### src/source/tqv_periph_pkg.sv
// Peripheral wrapper definitions
// Address map, slot numbers, transfer-size codes and the bus address view
`default_nettype none

package tqv_periph_pkg;

    localparam int ADDR_W    = 11;
    localparam int DATA_W    = 32;
    localparam int PIN_W     = 8;
    localparam int NUM_SLOTS = 16;
    localparam int FSEL_W    = 5;  // Bit 4 picks the simple group, bits 3:0 the slot

    // Size codes on the read_n and write_n lines
    localparam logic [1:0] XFER_BYTE = 2'b00;
    localparam logic [1:0] XFER_HALF = 2'b01;
    localparam logic [1:0] XFER_WORD = 2'b10;
    localparam logic [1:0] XFER_NONE = 2'b11;  // Idle

    localparam logic [3:0] SLOT_GPIO    = 4'd1;  // User group
    localparam logic [3:0] SLOT_MAILBOX = 4'd2;  // User group
    localparam logic [3:0] SLOT_GRAY    = 4'd0;  // Simple group

    // GPIO register offsets
    localparam logic [5:0] GPIO_OUT_OFS   = 6'h00;
    localparam logic [5:0] GPIO_IN_OFS    = 6'h04;
    localparam logic [5:0] GPIO_FSEL_BASE = 6'h20;  // Eight selects, one word each

    // Mailbox register offsets
    localparam logic [5:0] MBOX_DATA_OFS = 6'h00;
    localparam logic [5:0] MBOX_STAT_OFS = 6'h04;

    // Bus address seen as a user slot access or as a simple slot access
    typedef union packed {
        struct packed {
            logic       grp;     // 0 for user slots
            logic [3:0] slot;
            logic [5:0] ofs;
        } user;
        struct packed {
            logic       grp;     // 1 for simple slots
            logic [1:0] unused;
            logic [3:0] slot;
            logic [3:0] ofs;
        } simple;
    } periph_addr_u;

endpackage

`default_nettype wire
### src/source/periph_bus_if.sv
// Peripheral slot interfaces
// user_bus_if serves the 64-byte user slots, byte_bus_if the 16-byte simple slots
`timescale 1ns/1ps
`default_nettype none

interface user_bus_if import tqv_periph_pkg::*; ();
    logic [5:0]        offset;
    logic [DATA_W-1:0] wdata;
    logic [1:0]        write_n;  // XFER_NONE unless this slot is addressed
    logic [1:0]        read_n;
    logic [DATA_W-1:0] rdata;
    logic              ready;
    logic [PIN_W-1:0]  uo;       // Pin byte offered to the output mux

    modport host   (output offset, wdata, write_n, read_n, input rdata, ready, uo);
    modport device (input offset, wdata, write_n, read_n, output rdata, ready, uo);
endinterface

interface byte_bus_if import tqv_periph_pkg::*; ();
    logic [3:0]       offset;
    logic             wr;        // Write strobe, one cycle per write
    logic [7:0]       wdata;
    logic [7:0]       rdata;
    logic [PIN_W-1:0] uo;

    modport host   (output offset, wr, wdata, input rdata, uo);
    modport device (input offset, wr, wdata, output rdata, uo);
endinterface

`default_nettype wire

### src/source/tqv_peripherals.sv
// Peripheral wrapper top level
// Connects the bus controller to the GPIO block, the mailbox and the Gray coder.
// Empty slots read zero and drive no pins.
`timescale 1ns/1ps
`default_nettype none

module tqv_peripherals import tqv_periph_pkg::*; (
    input  wire logic                 clk,
    input  wire logic                 rst_n,
    input  wire logic [PIN_W-1:0]     i_ui_in,
    input  wire logic [ADDR_W-1:0]    i_addr,
    input  wire logic [DATA_W-1:0]    i_data,
    input  wire logic [1:0]           i_data_write_n,
    input  wire logic [1:0]           i_data_read_n,
    input  wire logic                 i_data_read_complete,
    output      logic [PIN_W-1:0]     o_uo_out,
    output      logic [DATA_W-1:0]    o_data,
    output      logic                 o_data_ready,
    output      logic [NUM_SLOTS-1:0] o_user_interrupts
);

    user_bus_if user_if   [NUM_SLOTS] ();
    byte_bus_if simple_if [NUM_SLOTS] ();

    logic [PIN_W-1:0] user_uo   [NUM_SLOTS];
    logic [PIN_W-1:0] simple_uo [NUM_SLOTS];
    logic             mbox_irq;

    for (genvar k = 0; k < NUM_SLOTS; k++) begin : g_slot
        assign user_uo[k]   = user_if[k].uo;
        assign simple_uo[k] = simple_if[k].uo;

        if (k != SLOT_GPIO && k != SLOT_MAILBOX) begin : g_user_empty
            assign user_if[k].rdata = '0;
            assign user_if[k].ready = 1'b0;  // Never completes a read
            assign user_if[k].uo    = '0;
        end
        if (k != SLOT_GRAY) begin : g_simple_empty
            assign simple_if[k].rdata = '0;
            assign simple_if[k].uo    = '0;
        end
    end

    periph_bus_ctrl u_ctrl (
        .clk                  (clk),
        .rst_n                (rst_n),
        .i_addr               (i_addr),
        .i_data               (i_data),
        .i_data_write_n       (i_data_write_n),
        .i_data_read_n        (i_data_read_n),
        .i_data_read_complete (i_data_read_complete),
        .o_data               (o_data),
        .o_data_ready         (o_data_ready),
        .user_bus             (user_if),
        .simple_bus           (simple_if)
    );

    gpio_ctrl u_gpio (
        .clk         (clk),
        .rst_n       (rst_n),
        .i_ui_in     (i_ui_in),
        .bus         (user_if[SLOT_GPIO]),
        .i_user_uo   (user_uo),
        .i_simple_uo (simple_uo),
        .o_uo_out    (o_uo_out)
    );

    mailbox_periph u_mailbox (
        .clk         (clk),
        .rst_n       (rst_n),
        .bus         (user_if[SLOT_MAILBOX]),
        .o_interrupt (mbox_irq)
    );

    gray_coder_periph u_gray (
        .clk   (clk),
        .rst_n (rst_n),
        .bus   (simple_if[SLOT_GRAY])
    );

    // Interrupt line number matches the slot number
    assign o_user_interrupts = {{(NUM_SLOTS-1){1'b0}}, mbox_irq} << SLOT_MAILBOX;

endmodule

`default_nettype wire

### src/source/gray_coder_periph.sv
// Gray coder in simple slot 0
// Stores one byte and offers its Gray code on read and to the pins
`timescale 1ns/1ps
`default_nettype none

module gray_coder_periph import tqv_periph_pkg::*; (
    input  wire logic  clk,
    input  wire logic  rst_n,
    byte_bus_if.device bus
);

    logic [7:0] value;
    logic [7:0] gray;

    always_ff @(posedge clk) begin
        if (!rst_n) begin
            value <= '0;
        end else if (bus.wr && bus.offset == 4'h0) begin
            value <= bus.wdata;
        end
    end

    assign gray = value ^ (value >> 1);

    always_comb begin
        case (bus.offset)
            4'h0:    bus.rdata = value;
            4'h1:    bus.rdata = gray;
            default: bus.rdata = 8'h00;
        endcase
    end

    // Only the low PIN_W bits of the code reach the pins
    assign bus.uo = gray[PIN_W-1:0];

endmodule

`default_nettype wire

### src/source/mailbox_periph.sv
// Mailbox in user slot 2
// Sized writes merge into a 32-bit word and raise the interrupt,
// a read of the word clears it again
`timescale 1ns/1ps
`default_nettype none

module mailbox_periph import tqv_periph_pkg::*; (
    input  wire logic  clk,
    input  wire logic  rst_n,
    user_bus_if.device bus,
    output      logic  o_interrupt
);

    logic [DATA_W-1:0] mbox_data;
    logic              irq;
    logic [3:0]        lane_en;
    logic              data_sel;
    logic              wr_en;
    logic              rd_en;

    assign data_sel = bus.offset == MBOX_DATA_OFS;
    assign wr_en    = bus.write_n != XFER_NONE;
    assign rd_en    = bus.read_n != XFER_NONE;

    // Low lanes written by each size
    always_comb begin
        case (bus.write_n)
            XFER_BYTE: lane_en = 4'b0001;
            XFER_HALF: lane_en = 4'b0011;
            XFER_WORD: lane_en = 4'b1111;
            default:   lane_en = 4'b0000;
        endcase
    end

    always_ff @(posedge clk) begin
        if (data_sel) begin
            for (int b = 0; b < 4; b++) begin
                if (lane_en[b]) mbox_data[8*b +: 8] <= bus.wdata[8*b +: 8];
            end
        end
    end

    always_ff @(posedge clk) begin
        if (!rst_n) begin
            irq <= 1'b0;
        end else if (data_sel && wr_en) begin
            irq <= 1'b1;
        end else if (data_sel && rd_en) begin
            irq <= 1'b0;  // Controller masks repeats, so this is the one read
        end
    end

    assign bus.rdata = data_sel                      ? mbox_data :
                       (bus.offset == MBOX_STAT_OFS) ? {{(DATA_W-1){1'b0}}, irq} :
                                                       '0;
    assign bus.ready   = 1'b1;
    assign bus.uo      = mbox_data[PIN_W-1:0];
    assign o_interrupt = irq;

endmodule

`default_nettype wire

### src/source/gpio_ctrl.sv
// GPIO block in user slot 1
// Output register, input pin read and a function select per output pin.
// Each pin takes its bit from the user or simple slot its select names.
`timescale 1ns/1ps
`default_nettype none

module gpio_ctrl import tqv_periph_pkg::*; (
    input  wire logic             clk,
    input  wire logic             rst_n,
    input  wire logic [PIN_W-1:0] i_ui_in,
    user_bus_if.device            bus,
    input  wire logic [PIN_W-1:0] i_user_uo   [NUM_SLOTS],
    input  wire logic [PIN_W-1:0] i_simple_uo [NUM_SLOTS],
    output      logic [PIN_W-1:0] o_uo_out
);

    logic [PIN_W-1:0]  gpio_out;
    logic [FSEL_W-1:0] fsel [PIN_W];
    logic              wr_en;
    logic              fsel_hit;
    logic [2:0]        fsel_idx;

    assign wr_en = bus.write_n != XFER_NONE;

    // Word-aligned offsets 0x20 to 0x3c
    assign fsel_hit = (bus.offset & 6'h23) == GPIO_FSEL_BASE;
    assign fsel_idx = bus.offset[4:2];

    always_ff @(posedge clk) begin
        if (!rst_n) begin
            gpio_out <= '0;
            for (int i = 0; i < PIN_W; i++) begin
                fsel[i] <= {1'b0, SLOT_GPIO};  // Every pin starts on GPIO
            end
        end else if (wr_en) begin
            if (bus.offset == GPIO_OUT_OFS) gpio_out <= bus.wdata[PIN_W-1:0];
            if (fsel_hit) fsel[fsel_idx] <= bus.wdata[FSEL_W-1:0];
        end
    end

    always_comb begin
        if (bus.offset == GPIO_OUT_OFS) begin
            bus.rdata = {{(DATA_W-PIN_W){1'b0}}, gpio_out};
        end else if (bus.offset == GPIO_IN_OFS) begin
            bus.rdata = {{(DATA_W-PIN_W){1'b0}}, i_ui_in};
        end else if (fsel_hit) begin
            bus.rdata = {{(DATA_W-FSEL_W){1'b0}}, fsel[fsel_idx]};
        end else begin
            bus.rdata = '0;
        end
    end

    assign bus.ready = 1'b1;
    assign bus.uo    = gpio_out;  // Seen by the pin mux as user slot 1

    // Per-pin output mux
    for (genvar i = 0; i < PIN_W; i++) begin : g_pin
        logic [3:0] src_slot;

        assign src_slot = fsel[i][3:0];

        always_comb begin
            if (fsel[i][FSEL_W-1]) begin
                o_uo_out[i] = i_simple_uo[src_slot][i];
            end else begin
                o_uo_out[i] = i_user_uo[src_slot][i];
            end
        end
    end

endmodule

`default_nettype wire

### src/source/periph_bus_ctrl.sv
// Peripheral bus controller
// Decodes the address into one user or simple slot, gates the requests to it,
// muxes its read data and registers the result until the core completes the read
`timescale 1ns/1ps
`default_nettype none

module periph_bus_ctrl import tqv_periph_pkg::*; (
    input  wire logic              clk,
    input  wire logic              rst_n,
    input  wire logic [ADDR_W-1:0] i_addr,
    input  wire logic [DATA_W-1:0] i_data,
    input  wire logic [1:0]        i_data_write_n,
    input  wire logic [1:0]        i_data_read_n,
    input  wire logic              i_data_read_complete,
    output      logic [DATA_W-1:0] o_data,
    output      logic              o_data_ready,
    user_bus_if.host               user_bus   [NUM_SLOTS],
    byte_bus_if.host               simple_bus [NUM_SLOTS]
);

    periph_addr_u      addr;
    logic              is_simple;
    logic              read_req;
    logic              write_req;
    logic [1:0]        read_n_masked;
    logic [DATA_W-1:0] user_rdata   [NUM_SLOTS];
    logic              user_ready   [NUM_SLOTS];
    logic [7:0]        simple_rdata [NUM_SLOTS];
    logic [DATA_W-1:0] periph_data;
    logic              periph_ready;
    logic [DATA_W-1:0] data_r;
    logic              data_hold;
    logic              data_ready_r;

    assign addr      = i_addr;
    assign is_simple = addr.user.grp;
    assign read_req  = i_data_read_n != XFER_NONE;
    assign write_req = i_data_write_n != XFER_NONE;

    // Hide the read from the slot while the result waits in data_r
    assign read_n_masked = i_data_read_n | {2{data_ready_r}};

    for (genvar k = 0; k < NUM_SLOTS; k++) begin : g_slot
        logic user_sel;
        logic simple_sel;

        assign user_sel   = !is_simple && addr.user.slot == k;
        assign simple_sel = is_simple && addr.simple.slot == k;

        assign user_bus[k].offset  = addr.user.ofs;
        assign user_bus[k].wdata   = i_data;
        assign user_bus[k].write_n = user_sel ? i_data_write_n : XFER_NONE;
        assign user_bus[k].read_n  = user_sel ? read_n_masked : XFER_NONE;
        assign user_rdata[k]       = user_bus[k].rdata;
        assign user_ready[k]       = user_bus[k].ready;

        assign simple_bus[k].offset = addr.simple.ofs;
        assign simple_bus[k].wr     = simple_sel && write_req;
        assign simple_bus[k].wdata  = i_data[7:0];
        assign simple_rdata[k]      = simple_bus[k].rdata;
    end

    always_comb begin
        if (is_simple) begin
            periph_data  = {{(DATA_W-8){1'b0}}, simple_rdata[addr.simple.slot]};
            periph_ready = 1'b1;  // Simple slots answer at once
        end else begin
            periph_data  = user_rdata[addr.user.slot];
            periph_ready = user_ready[addr.user.slot];
        end
    end

    always_ff @(posedge clk) begin
        if (!rst_n) begin
            data_hold    <= 1'b0;
            data_ready_r <= 1'b0;
        end else begin
            if (i_data_read_complete) data_hold <= 1'b0;
            if (!data_hold && periph_ready && read_req) data_hold <= 1'b1;
            data_ready_r <= read_req && periph_ready;
        end
    end

    // First result of a read is kept until read complete
    always_ff @(posedge clk) begin
        if (!data_hold && periph_ready && read_req) data_r <= periph_data;
    end

    assign o_data       = data_r;
    assign o_data_ready = data_ready_r || write_req;  // Writes finish in their own cycle

endmodule

`default_nettype wire

### config.mk
export PLATFORM = sky130hd
export DESIGN_NAME = tqv_peripherals
export DESIGN_NICKNAME = d
export VERILOG_FILES = /design/src/source/tqv_periph_pkg.sv /design/src/source/periph_bus_if.sv /design/src/source/tqv_peripherals.sv /design/src/source/gray_coder_periph.sv /design/src/source/mailbox_periph.sv /design/src/source/gpio_ctrl.sv /design/src/source/periph_bus_ctrl.sv
export SDC_FILE = /design/constraint.sdc
export NUM_CORES = 1
export LEC_CHECK = 0
export ABC_AREA = 1
export BUFFER_PORTS_ARGS = -buffer_cell sky130_fd_sc_hd__clkbuf_2
export CAP_MARGIN = 15
export CORE_UTILIZATION = 30
export CTS_CLUSTER_SIZE = 28
export DETAILED_ROUTE_END_ITERATION = 7
export PLACE_DENSITY_LB_ADDON = 0.25
export SLEW_MARGIN = 20
export SYNTH_ARGS = -nofsm -noshare
export SYNTH_HDL_FRONTEND = slang
export SYNTH_SLANG_ARGS = --single-unit
### constraint.sdc
create_clock -name clk -period 3.04 [get_ports clk]
set_input_delay 0.608 -clock clk [delete_from_list [all_inputs] [get_ports clk]]
set_output_delay 0.608 -clock clk [all_outputs]
set_load 0.03 [all_outputs]
After elaboration in Yosys (flattened, before gate mapping)
Memories as Yosys holds them, arrays and structs flattened.
Index checks and enable logic that the tools add are counted.
{ "word_totals": {"ram_bits": 40, "output_inout_bits": 57, "reg_bits": 83, "in_bits": 58, "mem_count": 2, "romBits": 16} }
{ "classes": {"reduce_logical": 25, "n_lt_le_gt_ge": 10, "muxes": 88, "n_bitwise": 12, "n_eq_ne": 12} }
{ "memory_table": {"columns": ["name", "depth", "width", "rd", "rd_ports_with_merged_regs", "write_ports", "line_no", "source"], "rows": [
  ["u_gpio.fsel", 8, 5, 9, 0, 8, "gpio_ctrl.sv:18", "logic [FSEL_W-1:0] fsel [PIN_W];"],
  ["(name not given)", 16, 1, 1, 0, 0, "periph_bus_ctrl.sv:69", "periph_ready = user_ready[addr.user.slot];"]
]} }
{ "ops": {"columns": ["operator", "count"], "rows": [
  ["8-bit binary-select mux with 4-bit select", 17],
  ["32-bit 2-to-1 mux", 5],
  ["32-bit binary-select mux with 4-bit select", 1],
  ["8-bit 2-to-1 mux", 7],
  ["5-bit greater-or-equal comparator, second input constant", 10],
  ["4-bit inverter with 5-bit output", 10],
  ["5-bit 2-to-1 mux", 6],
  ["7-bit 2-to-1 mux", 4],
  ["1-bit 2-to-1 mux", 26],
  ["6-bit 2-to-1 mux", 4],
  ["4-bit 2-to-1 mux", 4],
  ["8-bit case mux with 2 select lines", 1],
  ["3-bit 2-to-1 mux", 5],
  ["2-bit 2-to-1 mux", 7],
  ["4-bit case mux with 3 select lines", 1],
  ["1-bit logical AND", 10],
  ["2-bit != test, second input constant", 5],
  ["2-bit AND reduction", 5],
  ["4-bit by 1-bit == test with 1-bit output, second input constant", 2],
  ["4-bit zero test", 2],
  ["8-bit by 7-bit bitwise XOR with 8-bit output", 1],
  ["6-bit by 3-bit == test with 1-bit output, second input constant", 1],
  ["6-bit zero test", 1],
  ["5-bit OR reduction", 1],
  ["other kinds (9)", 11]
]} }

Logic depth before layout (Yosys ltp)
{ "depth": {"ltp_word": 9, "depth_mapped": 12, "mapped_depth_nobuf": 11} }

Hierarchy
Synthesis repeated with hierarchy kept, for this count alone.
{ "unflattened": {"cells_unflattened": 2908, "hier_area_um2": 19794.0} }
{ "by_module_without_submodules": {"columns": ["mod", "seq_area_each_um2", "area_per_inst_um2", "cells_each", "n_inst"], "rows": [
  ["periph_bus_ctrl", 1001.0, 12343.1, 1786, 1],
  ["gpio_ctrl", 1361.3, 5058.6, 877, 1],
  ["mailbox_periph", 980.9, 1659.1, 132, 1],
  ["gray_coder_periph", 160.2, 609.3, 96, 1],
  ["tqv_peripherals", 0.0, 123.9, 17, 1]
]} }

Worst setup path after synthesis
OpenSTA, ideal clock, no wires.
{ "synth_timing": {"kind": "input to register", "start": "input port i_addr[7]", "end": "register u_ctrl.data_r[0], in the netlist u_ctrl.o_data[0], enable pin", "setup_time_ns": 0.423, "setup_slack_ns": -0.213, "arrival_time_ns": 2.830, "t_required_ns": 2.617, "cell_stages": 7, "cell_sequence": "buf_2 -> clkinv_1 -> ha_1 -> nand2_1 -> nand2_1 -> nand2_1 -> nor2_1"} }
{ "synth_between": {"elab_chain_len": 7} }
{ "synth_rtl": {"columns": ["element", "line_no", "source"], "rows": [
  ["start, declared", "tqv_peripherals.sv:11", "input wire logic [ADDR_W-1:0] i_addr,"],
  ["4-bit inverter with 5-bit output (not written as such)", "periph_bus_ctrl.sv:69", null],
  ["memory read 16 x 1 bit", null, null],
  ["1-bit 2-to-1 mux (not written as such) (2 in series)", "periph_bus_ctrl.sv:69", null],
  ["1-bit 2-to-1 mux", "periph_bus_ctrl.sv:64", "if (is_simple) begin"],
  ["1-bit logical AND (2 in series)", "periph_bus_ctrl.sv:86", "if (!data_hold && periph_ready && read_req) data_r <= periph_data;"],
  ["end signal, assigned", "periph_bus_ctrl.sv:86", null],
  ["end, declared", "periph_bus_ctrl.sv:31", "logic [DATA_W-1:0] data_r;"]
]} }
No other way between the ends. The select of a mux whose other input is x is not followed.
A chain may end at the register's enable or synchronous reset.

Worst setup path in the final report
{ "layout_timing": {"start": "register u_gray.value[1]", "end": "output port o_uo_out[1]"} }
{ "layout_between": {"elab_chain_len": 5} }
{ "layout_rtl": {"columns": ["element", "line_no", "source"], "rows": [
  ["start, declared", "gray_coder_periph.sv:12", "logic [7:0] value;"],
  ["start signal, assigned", "gray_coder_periph.sv:19", "value <= bus.wdata;"],
  ["8-bit by 7-bit bitwise XOR with 8-bit output", "gray_coder_periph.sv:23", "assign gray = value ^ (value >> 1);"],
  ["8-bit binary-select mux with 4-bit select", "gpio_ctrl.sv:64", "o_uo_out[i] = i_simple_uo[src_slot][i];"],
  ["2-bit 2-to-1 mux (not written as such) (2 in series)", "gpio_ctrl.sv:64", null],
  ["1-bit 2-to-1 mux", "gpio_ctrl.sv:63", "if (fsel[i][FSEL_W-1]) begin"],
  ["end, declared", "tqv_peripherals.sv:16", "output logic [PIN_W-1:0] o_uo_out,"]
]} }
No other way between the ends. The select of a mux whose other input is x is not followed.

==> metrics.md <==
| Metric | Value |
|---|---|
| Largest net degree at the start of global routing | `31` |
| Total core area | `0.0195 mm²` |
| Worst slew pin tran | `555 ps` |
| # H-tree levels | `4` |
| Worst path top cell family by delay | `flip-flops` |
| Routability cong. | `0.829` |
| Max incr delay on CP | `400 ps` |
| Synth Flop Type | `edfxtp_1` |
| Avg Inst Size Synth | `9.62 µm²` |
| Mapped Cells | `625` |
| CP max-delay cell | `dfxtp_1` |
| Post-CTS setup buffer count | `0` |
| Placed insts | `981` |
| Initial DRC count | `262` |
| Final wirelength | `15.7 mm` |
| Tcrit/Tclk final | `0.791` |
| Post-DR vias/cell | `4.58` |
| Worst EP arrival | `1800 ps` |
| Mapped cell area | `0.00601 mm²` |
| Slew HR | `0.630` |
| Min-Delay Path Class | `in -> reg` |
| CTS tree | `done` |
| Drt wl/cell | `15.5 µm` |
| Port-buffer cells | `99` |
| Total power | `0.00409 W` |
| First-pass DRT Iterations | `5` |
| DRC Markers | `0` |
| Footprint of the multi-input gates | `0.00207 mm²` |
| Outcome | `completed` |
| Global-route track usage on met2 | `0.246` |
| Peak Freq | `416 MHz` |
| Routing usage on met1 | `0.215` |
| GR peak layer | `met2` |
| Critical path launch point type | `flip-flop` |
| Worst Setup End Kind | `output port` |
| Post-synthesis async set-or-reset flop share | `0` |
| Reg area | `0.00350 mm²` |
| Max Root-Sink Buffers | `2` |
| Synth cell types | `38` |
| Post-cts resize count | `0` |
| Yosys reg bits | `123` |
| Overflow after GRT | `0` |
| Fin util | `0.375` |
| Worst Skew | `10.5 ps` |
| P_leak | `2.93 nW` |
| Io pins | `115` |
| Row count | `51` |
| Post-CTS Hold Fix Bufs | `0` |
| Proportion of layout cells with a drive suffix above 1 | `0.238` |
| Total CTS buffers | `17` |
| Post-synthesis sequential area ratio | `0.583` |
| Number of enable flip-flop cells after synthesis | `104` |
| Post-route antenna net violation count | `0` |
| Final Critical Period | `2410 ps` |
| Clk_lat worst skew | `420 ps` |
| Final net count | `798` |
| Clock sink total | `123` |
| Setup_tns | `0 ps` |
| First-pass GRT wire length | `23.8 mm` |
| Horiz. Die Dim | `144 µm` |
| Initial antenna violation count | `0` |
| Max Cap Viol | `0` |
| Crit-path cells | `xor2_1, nand2_1, o21ai_0, o21ai_0, nor3_1, clkbuf_2` |
| CTS Root Cell | `clkbuf_16` |
| Fin. Hold Viols | `0` |
| Cell repeated most along the worst path | `o21ai_0` |
| Max Slew Vio Count | `0` |
| Die span in y | `144 µm` |
| Vias | `4637` |
| Clock transition at path regs | `60 ps` |
| Buf/Inv on CP | `1` |
| Final Non-Filler Cells | `1013` |
| Starting Density | `0.308` |
| Area Overhead vs Synth | `21.7%` |
| Yosys warns | `0` |
| Number of global-route vias before repair | `4366` |
| Power Density | `559 mW/mm²` |
| Req. time, crit path | `2430 ps` |
| Met3 GRT Util | `0.0417` |
| Die Area | `0.0206 mm²` |
| # fillers | `2007` |
| Crit path kind | `reg -> out` |
| Critical path fanouts, max | `4` |
| RSZ-0062 raised after global routing | `no` |
| Max VDD drop | `0.428 mV` |
| Final setup viols | `0` |
| Overall Global Routing Usage | `0.159` |
| Detailed placement HPWL | `11.9 mm` |
| ANT cells | `0` |
[power breakdown]
| part | switching (W) | leakage (nW) | total (W) | internal (W) |
|---|---|---|---|---|
| logic | 0.000254 | 1.54 | 0.000348 | 0.0000933 |
| clock network | 0.000720 | 0.248 | 0.00183 | 0.00111 |
| registers | 0.0000294 | 1.15 | 0.00191 | 0.00189 |
| total | 0.00100 | 2.93 | 0.00409 | 0.00309 |
[synth_stat cells, types with 9 or more instances]
master | count | area, µm²
a21oi_1 | 36 | 180
clkbuf_1 | 9 | 33.8
edfxtp_1 | 104 | 3120
nor3_1 | 11 | 55.1
dfxtp_1 | 19 | 380
inv_1 | 61 | 229
nand3_1 | 40 | 200
nor3b_2 | 20 | 250
o21ai_0 | 37 | 185
buf_4 | 17 | 128
nor2_1 | 80 | 300
nand2_1 | 125 | 469
[stage by stage]
stage	hold slack (ps)	setup WS, ps	instance area [µm²]
3_5_place_dp	501	446	6790
3_3_place_gp	498	480	6790
4_1_cts	352	618	7320
6_report	370	634	7320
5_1_grt	351	383	7320
2_1_floorplan	440	331	6070
[worst reg2reg max path: stages, from the launching register on]
cell and delay (ps):
edfxtp_1 430, inv_1 100, nand2_1 60, nand3_1 80
nand3_1 90, nand3_1 130, nand2_1 60, nand2_1 70
nand2_1 50, nand2_1 60, nand2_1 50
[path summary, 6_finish.rpt]
check | endpoint | slack [ps] | from | depth (start not counted)
setup / recovery | o_uo_out[1] | 630 | u_gray.value[1] | 6
hold / removal | u_mailbox.mbox_data[9] | 370 | i_data[9] | 1
setup reg to reg | u_ctrl.o_data[1] | 1620 | u_gpio.fsel[6][1] | 10
hold reg to reg | u_gpio.bus.uo[7] | 510 | u_gpio.bus.uo[7] | 2
[final cells by class]
type                       instances  share of cell area
timing repair buffer             111              0.0817
inverter                          74              0.0379
clock inverter                    13              0.0140
multi-input combinational        408               0.283
tap                              265              0.0453
clock buffer                      19              0.0591
sequential                       123               0.479
[cells in the final DEF, fill, tap and decap left out, drive strengths merged, types with 6 or more instances in the layout]
| cell | count |
|---|---|
| a21oi | 36 |
| buf | 12 |
| clkbuf | 118 |
| clkinv | 12 |
| conb | 15 |
| dfxtp | 19 |
| edfxtp | 104 |
| inv | 69 |
| nand2 | 127 |
| nand3 | 40 |
| nor2 | 86 |
| nor3 | 12 |
| nor3b | 24 |
| o21ai | 40 |
| xor2 | 6 |
[cells by family (layout without fill, tap and decap cells)]
logic type      after synthesis  count (layout)  synth area share
fa+ha+maj                     5               5            0.0104
other cells                   1              15          0.000624
flops                       123             123             0.583
xor+xnor                      7               7            0.0102
simple gates                293             293             0.236
buf+inv                     108             217            0.0816
compound gates               88              88            0.0782
[state kept, by name, indices dropped and copies added, names as in the netlist]
signal,cells
u_gpio.fsel,40
u_ctrl.data_ready_r,1
u_mailbox.o_interrupt,1
u_gpio.bus.uo,8
u_ctrl.data_hold,1
u_gray.value,8
u_ctrl.o_data,32
u_mailbox.mbox_data,32
[per-layer routing]
layer,vias up,share of wire,routed length (µm)
li1,2285,-,-
met1,2146,0.47,7320
met2,188,0.45,6990
met3,18,0.075,1170
met4,0,0.012,190
met5,-,0,0
Power figures use the tool's default switching activity.
